File: src/conv_pkg.sv
`default_nettype none

package conv_pkg;

    // One matrix element or kernel tap.
    localparam int ELEM_W      = 3;
    localparam int MAT_DIM     = 6;
    localparam int NUM_KERNELS = 6;
    localparam int KERNEL_TAPS = 4;

    // A 2x2 window fits in five positions along each axis.
    localparam int WIN_SPAN    = MAT_DIM - 1;

    localparam int ROW_W       = MAT_DIM * ELEM_W;
    localparam int KERNEL_W    = KERNEL_TAPS * ELEM_W;

    // Largest sum is 4 * 7 * 7 = 196.
    localparam int RESULT_W    = 8;
    localparam int NUM_RESULTS = NUM_KERNELS * WIN_SPAN * WIN_SPAN;
    localparam int LOAD_BEATS  = 6;

    // Width of the beat counter and of each position field.
    localparam int IDX_W       = 3;

    typedef logic [IDX_W-1:0] idx_t;

    localparam idx_t LAST_BEAT   = idx_t'(LOAD_BEATS - 1);
    localparam idx_t LAST_WIN    = idx_t'(WIN_SPAN - 1);
    localparam idx_t LAST_KERNEL = idx_t'(NUM_KERNELS - 1);

    typedef logic [ROW_W-1:0]    row_t;
    typedef logic [KERNEL_W-1:0] kernel_t;
    typedef logic [RESULT_W-1:0] result_t;

    // Index 0 holds the first row or kernel received.
    typedef row_t    [0:MAT_DIM-1]     matrix_t;
    typedef kernel_t [0:NUM_KERNELS-1] kernel_bank_t;

    // One issued window position.
    typedef struct packed {
        idx_t kidx;
        idx_t row;
        idx_t col;
    } conv_pos_s;

    typedef enum logic {
        IDLE    = 1'b0,
        COMPUTE = 1'b1
    } conv_state_e;

endpackage

`default_nettype wire

File: src/conv_loader.sv
`timescale 1ns/1ps
`default_nettype none

module conv_loader (
    input  logic                   clk,
    input  logic                   rst_n,
    input  logic                   in_valid,
    input  conv_pkg::row_t         in_row,
    input  conv_pkg::kernel_t      in_kernel,
    input  logic                   busy,
    output conv_pkg::matrix_t      matrix,
    output conv_pkg::kernel_bank_t kernels,
    output logic                   loaded
);

    conv_pkg::idx_t beat_cnt;
    logic           accept;
    logic           last_beat;

    // Input is ignored while a burst runs or a set is being handed over.
    assign accept    = in_valid && !busy && !loaded;
    assign last_beat = (beat_cnt == conv_pkg::LAST_BEAT);

    always_ff @(posedge clk or negedge rst_n) begin
        if (!rst_n) begin
            beat_cnt <= '0;
            loaded   <= 1'b0;
        end else begin
            loaded <= accept && last_beat;
            if (accept) begin
                beat_cnt <= last_beat ? '0 : beat_cnt + 1'b1;
            end
        end
    end

    // Shift toward entry 0 so the first beat lands there after six.
    always_ff @(posedge clk) begin
        if (accept) begin
            matrix  <= {matrix[1:conv_pkg::MAT_DIM-1], in_row};
            kernels <= {kernels[1:conv_pkg::NUM_KERNELS-1], in_kernel};
        end
    end

    a_loaded_pulse: assert property (
        @(posedge clk) disable iff (!rst_n)
        loaded |=> !loaded
    );

    a_beat_range: assert property (
        @(posedge clk) disable iff (!rst_n)
        beat_cnt <= conv_pkg::LAST_BEAT
    );

endmodule

`default_nettype wire

File: src/conv_mac.sv
`timescale 1ns/1ps
`default_nettype none

module conv_mac (
    input  logic                   clk,
    input  logic                   rst_n,
    input  conv_pkg::matrix_t      matrix,
    input  conv_pkg::kernel_bank_t kernels,
    input  conv_pkg::conv_pos_s    pos,
    input  logic                   pos_valid,
    output logic                   out_valid,
    output conv_pkg::result_t      out_data
);

    // Rows and kernels viewed as arrays of 3-bit fields, field 0 in the low bits.
    logic [conv_pkg::MAT_DIM-1:0][conv_pkg::ELEM_W-1:0]     row_top;
    logic [conv_pkg::MAT_DIM-1:0][conv_pkg::ELEM_W-1:0]     row_bot;
    logic [conv_pkg::KERNEL_TAPS-1:0][conv_pkg::ELEM_W-1:0] taps;
    logic [conv_pkg::KERNEL_TAPS-1:0][conv_pkg::ELEM_W-1:0] win;
    logic [conv_pkg::KERNEL_TAPS-1:0][2*conv_pkg::ELEM_W-1:0] prod;
    conv_pkg::idx_t    row_nxt;
    conv_pkg::idx_t    col_nxt;
    conv_pkg::result_t sum;

    assign row_nxt = pos.row + 1'b1;
    assign col_nxt = pos.col + 1'b1;

    assign row_top = matrix[pos.row];
    assign row_bot = matrix[row_nxt];
    assign taps    = kernels[pos.kidx];

    // Window element t pairs with tap t.
    assign win = {row_bot[col_nxt], row_bot[pos.col], row_top[col_nxt], row_top[pos.col]};

    always_comb begin
        sum = '0;
        for (int t = 0; t < conv_pkg::KERNEL_TAPS; t++) begin
            prod[t] = win[t] * taps[t];
            sum     = sum + conv_pkg::result_t'(prod[t]);
        end
    end

    always_ff @(posedge clk or negedge rst_n) begin
        if (!rst_n) begin
            out_valid <= 1'b0;
            out_data  <= '0;
        end else begin
            out_valid <= pos_valid;
            out_data  <= pos_valid ? sum : '0;
        end
    end

    a_idle_zero: assert property (
        @(posedge clk) disable iff (!rst_n)
        !out_valid |-> (out_data == '0)
    );

endmodule

`default_nettype wire

File: src/conv_sequencer.sv
`timescale 1ns/1ps
`default_nettype none

module conv_sequencer (
    input  logic                clk,
    input  logic                rst_n,
    input  logic                loaded,
    output conv_pkg::conv_pos_s pos,
    output logic                pos_valid,
    output logic                busy
);

    conv_pkg::conv_state_e state_q;
    conv_pkg::conv_state_e state_d;
    conv_pkg::idx_t        kidx_q;
    conv_pkg::idx_t        row_q;
    conv_pkg::idx_t        col_q;
    logic                  col_last;
    logic                  row_last;
    logic                  kidx_last;
    logic                  issue_last;

    assign col_last   = (col_q == conv_pkg::LAST_WIN);
    assign row_last   = (row_q == conv_pkg::LAST_WIN);
    assign kidx_last  = (kidx_q == conv_pkg::LAST_KERNEL);
    assign issue_last = kidx_last && row_last && col_last;

    always_comb begin
        state_d = state_q;
        case (state_q)
            conv_pkg::IDLE: begin
                if (loaded) begin
                    state_d = conv_pkg::COMPUTE;
                end
            end
            conv_pkg::COMPUTE: begin
                if (issue_last) begin
                    state_d = conv_pkg::IDLE;
                end
            end
            default: state_d = conv_pkg::IDLE;
        endcase
    end

    always_ff @(posedge clk or negedge rst_n) begin
        if (!rst_n) begin
            state_q   <= conv_pkg::IDLE;
            pos_valid <= 1'b0;
        end else begin
            state_q   <= state_d;
            pos_valid <= (state_d == conv_pkg::COMPUTE);
        end
    end

    // Column inner, kernel outer; all three wrap to zero after the last issue.
    always_ff @(posedge clk or negedge rst_n) begin
        if (!rst_n) begin
            kidx_q <= '0;
            row_q  <= '0;
            col_q  <= '0;
        end else if (state_q == conv_pkg::COMPUTE) begin
            col_q <= col_last ? '0 : col_q + 1'b1;
            if (col_last) begin
                row_q <= row_last ? '0 : row_q + 1'b1;
                if (row_last) begin
                    kidx_q <= kidx_last ? '0 : kidx_q + 1'b1;
                end
            end
        end
    end

    assign pos  = '{kidx: kidx_q, row: row_q, col: col_q};
    assign busy = (state_q == conv_pkg::COMPUTE);

    a_win_range: assert property (
        @(posedge clk) disable iff (!rst_n)
        (pos.row <= conv_pkg::LAST_WIN) && (pos.col <= conv_pkg::LAST_WIN)
    );

    a_kidx_range: assert property (
        @(posedge clk) disable iff (!rst_n)
        pos.kidx <= conv_pkg::LAST_KERNEL
    );

    a_valid_in_compute: assert property (
        @(posedge clk) disable iff (!rst_n)
        pos_valid |-> (state_q == conv_pkg::COMPUTE)
    );

endmodule

`default_nettype wire

File: src/conv_top.sv
`timescale 1ns/1ps
`default_nettype none

module conv_top (
    input  logic              clk,
    input  logic              rst_n,
    input  logic              in_valid,
    input  conv_pkg::row_t    in_row,
    input  conv_pkg::kernel_t in_kernel,
    output logic              out_valid,
    output conv_pkg::result_t out_data
);

    conv_pkg::matrix_t      matrix;
    conv_pkg::kernel_bank_t kernels;
    conv_pkg::conv_pos_s    pos;
    logic                   loaded;
    logic                   busy;
    logic                   pos_valid;

    conv_loader u_loader (
        .clk       (clk),
        .rst_n     (rst_n),
        .in_valid  (in_valid),
        .in_row    (in_row),
        .in_kernel (in_kernel),
        .busy      (busy),
        .matrix    (matrix),
        .kernels   (kernels),
        .loaded    (loaded)
    );

    conv_sequencer u_sequencer (
        .clk       (clk),
        .rst_n     (rst_n),
        .loaded    (loaded),
        .pos       (pos),
        .pos_valid (pos_valid),
        .busy      (busy)
    );

    // Results leave straight from the MAC register.
    conv_mac u_mac (
        .clk       (clk),
        .rst_n     (rst_n),
        .matrix    (matrix),
        .kernels   (kernels),
        .pos       (pos),
        .pos_valid (pos_valid),
        .out_valid (out_valid),
        .out_data  (out_data)
    );

endmodule

`default_nettype wire

File: config.mk
export PLATFORM = sky130hd
export DESIGN_NAME = conv_top
export DESIGN_NICKNAME = d
export VERILOG_FILES = /design/src/conv_pkg.sv /design/src/conv_loader.sv /design/src/conv_mac.sv /design/src/conv_sequencer.sv /design/src/conv_top.sv
export SDC_FILE = /design/constraint.sdc
export NUM_CORES = 1
export LEC_CHECK = 0
export BUFFER_PORTS_ARGS = -buffer_cell sky130_fd_sc_hd__buf_2
export CAP_MARGIN = 20
export CORE_ASPECT_RATIO = 0.75
export CORE_MARGIN = 4
export CORE_UTILIZATION = 62
export CTS_CLUSTER_SIZE = 28
export DETAILED_ROUTE_END_ITERATION = 8
export PLACE_DENSITY = 0.8
export SLEW_MARGIN = 20
export SYNTH_ARGS = -nofsm -noshare
export SYNTH_HDL_FRONTEND = slang
export SYNTH_SLANG_ARGS = --single-unit
File: constraint.sdc
create_clock -name clk -period 9.2 [get_ports clk]
set_input_delay 0.46 -clock clk [delete_from_list [all_inputs] [get_ports clk]]
set_output_delay 0.46 -clock clk [all_outputs]
set_load 0.1 [all_outputs]
==> reports/metrics.cfg <==
[drt]
dr.pass1.iters = 6
drt-total-wl_um = 23300
antenna_left = 0
drc = 0
post_drt_wl_per_cell_um = 22.6
first_iter_violations = 837
vias = 6769
vias_per_cell = 6.54

[sta]
relSlewSlack_pct = 33.1
max_slew.worst_pin.slew_ps = 1000
drv_slew = 0
whs_ps = 132
period_share_pct = 81.0
rsz0062_at_grt = false
fin_tns_setup_ps = 0
fmax_mhz = 134
finalSetupViolations = 0
finalClockSkew_ps = 10.1
period_minus_slack_ps = 7450
hold_viol_final = 0

[layout]
multi_input_area_sq_um = 4320
antenna_cells = 0
final_cell_mix = edfxtp_1, nand2_1, mux2i_1, inv_1, buf_2
n_fill_cell = 1141
drive_above_1_share_pct = 16.8
areaGrowthSynthToFinish_pct = 9.54
final_common_cell = edfxtp_1
fin_nets = 890
finish.utilization_pct = 69.6
seq_area_sq_um = 5980

[clocking]
cts_buffers = 21
root_buffer = clkbuf_16
clk_pin_slew_ps = 70
cts.sinks = 203
post_cts_resize_count = 0
clock_latency_ps = 500
cts_tree = done
clk_path_buf_depth = 3
cts_max_level = 1

[global_routing]
grt_usage_pct = 24.4
grt_pass1_wl_um = 37300
overflow = 0
antenna_found_initial = 0
grt_max_degree = 86
grt_pass1_vias = 6728

[critical_path]
cpPeakStageDelay_ps = 870
cp_max_fo = 21
regToRegSetupSlack_ps = 1750
crit_cells = 20
crit_arrival_ps = 7840
crit_top_cell = fa_1
crit_path_start_kind = register
timing.rr.end = u_mac.out_data[7]$_DFF_PN0_
cp_cell_sequence = clkinv_1, ha_1, clkinv_1, mux2_2, o221a_1, fa_1, fa_1, inv_1, fa_1, ha_1, inv_1, fa_1, fa_1, inv_1, ha_1, nor2b_1, o21ai_0, a21oi_1, o21a_1, o21a_1
critPathCaptureType = register
worstSetupEndpoint = u_mac.out_data[7]$_DFF_PN0_
reg2reg_depth = 20
cp_data_required_time_ps = 9590
worstSetupStartpoint = u_sequencer.col_q[0]$_DFFE_PN0P_
critical_path_buf_inv_count = 5
slowest_stage = ha_1
critical_path_class = register to register
critPathTopFamily = adder cells
worstReg2RegStart = u_sequencer.col_q[0]$_DFFE_PN0P_

[synth]
synth_seq_area_share_pct = 55.8
yosysUniqueCellTypes = 45
syn_area_per_cell_sq_um = 13.8
ys_async_sr_fraction_pct = 11.3
synthMuxAreaShare_pct = 15.7
synth_ff_type = edfxtp_1
synth_warnings = 0
synth-simple-area-share_pct = 6.53
synth_xor_area_share_pct = 0.981
syn-cell-area_sq_um = 10700
synth_top_family_by_area = multiplexers
synthAdderAreaFrac_pct = 7.61
syn_nets = 862
synth_edf_count = 180
ys_ff_latch = 203
synth_compound_area_share_pct = 9.40
synthCells = 777

[placement]
place.gp.congestion = 0.882
dp_hpwl_um = 16300
portBuffers = 41

[die]
die_y_um = 122
core_area_sq_um = 16900
fp-row-count = 41
die_w_um = 160
initial_core_util_pct = 63.5
ios = 42
die_area_sq_um = 19500

[min_path]
hold_path.class = input pin to register

[run_status]
outcome = finished, final reports clean

[run]
drv_cap = 0

routing by layer:
layer / vias up / track usage, % / part of all wire (%)
li1: 3041 / - / -
met1: 3373 / 36.8 / 44
met2: 317 / 38.4 / 45
met4: 0 / 4.78 / 1.8
met3: 38 / 4.29 / 8.3
met5: - / 0 / 0
worst reg2reg max path: stages (launching register included):
cell and delay (ps):
dfrtp_1 770, clkinv_1 630, ha_1 870, clkinv_1 450
mux2_2 410, o221a_1 290, fa_1 500, fa_1 490
inv_1 50, fa_1 480, ha_1 160, inv_1 60
fa_1 480, fa_1 480, inv_1 40, ha_1 310
nor2b_1 150, o21ai_0 230, a21oi_1 130, o21a_1 180
o21a_1 170
registers in the layout, indices dropped and copies added, names as in the netlist:
register and flops:
u_sequencer.kidx_q 3, u_sequencer.col_q 3, u_sequencer.row_q 3, u_mac.out_valid 1
u_sequencer.pos_valid 1, u_mac.out_data 8, u_loader.matrix 108, u_loader.beat_cnt 3
u_loader.kernels 72, u_loader.loaded 1
stage by stage:
| stage | instances | setup slack (ps) | cell area (sq um) |
|---|---|---|---|
| 2_1_floorplan | 777 | 2410 | 10700 |
| 3_3_place_gp | 996 | 2110 | 11000 |
| 3_5_place_dp | 996 | 1800 | 11000 |
| 4_1_cts | 1035 | 1800 | 11700 |
| 5_1_grt | 1035 | 1200 | 11700 |
| 6_report | 1035 | 1750 | 11700 |
cells in the mapped netlist (5+ instances only):
cell type,instances,share of area (%)
mux4_2,36,7.6
nor3_1,12,0.56
clkbuf_1,21,0.74
buf_4,9,0.63
inv_1,47,1.6
buf_2,10,0.47
a21oi_1,7,0.33
o22ai_1,22,1.3
nor3b_1,5,0.35
nor2_1,38,1.3
a31oi_1,18,1.1
a2bb2oi_1,6,0.49
dfrtp_1,23,5.4
mux2_2,17,1.8
nand3_1,12,0.56
a21o_1,5,0.35
o221ai_1,15,1.2
fa_1,22,4.1
edfxtp_1,180,50
mux2i_1,64,6.0
nor2b_1,7,0.41
o31a_1,18,1.5
nand2b_1,5,0.29
ha_1,30,3.5
o21ai_0,25,1.2
a221oi_1,17,1.4
nand2_1,65,2.3
final cells by class:
class | instances | area share, %
Clock inverter | 12 | 1.21
Sequential cell | 203 | 51.0
Multi-Input combinational cell | 478 | 36.8
Inverter | 52 | 1.66
Timing Repair Buffer | 49 | 2.28
Clock buffer | 26 | 4.82
Tap cell | 215 | 2.29
cell families (layout without fill, tap and decap cells):
group           after synthesis  count (layout)
compound gates              140             140
buf+inv                      96             139
flops                       203             203
simple gates                156             156
fa+ha+maj                    52              52
xor+xnor                      9               9
mux                         121             121
worst min-delay path by stage:
stage	slack [ps]	startpoint	endpoint	cells past startpoint
after floorplan	160	rst_n	u_loader.beat_cnt[0]$_DFFE_PN0P_	0
after global placement	430	u_loader.kernels[21]$_DFFE_PP_	u_loader.kernels[33]$_DFFE_PP_	0
after detailed placement	430	u_loader.kernels[20]$_DFFE_PP_	u_loader.kernels[32]$_DFFE_PP_	0
after CTS	120	in_row[6]	u_loader.matrix[6]$_DFFE_PP_	1
after global routing	120	in_row[14]	u_loader.matrix[14]$_DFFE_PP_	1
final	130	in_row[17]	u_loader.matrix[17]$_DFFE_PP_	1
what timing repair did:
| action | CTS | global route |
|---|---|---|
| hold buffers | 1 | 0 |
| hold endpoints to repair | 23 | 0 |
| setup buffers | 0 | 0 |
Power is not shown: default switching activity piles up to over one toggle a cycle in this logic, so the estimate is an artifact.
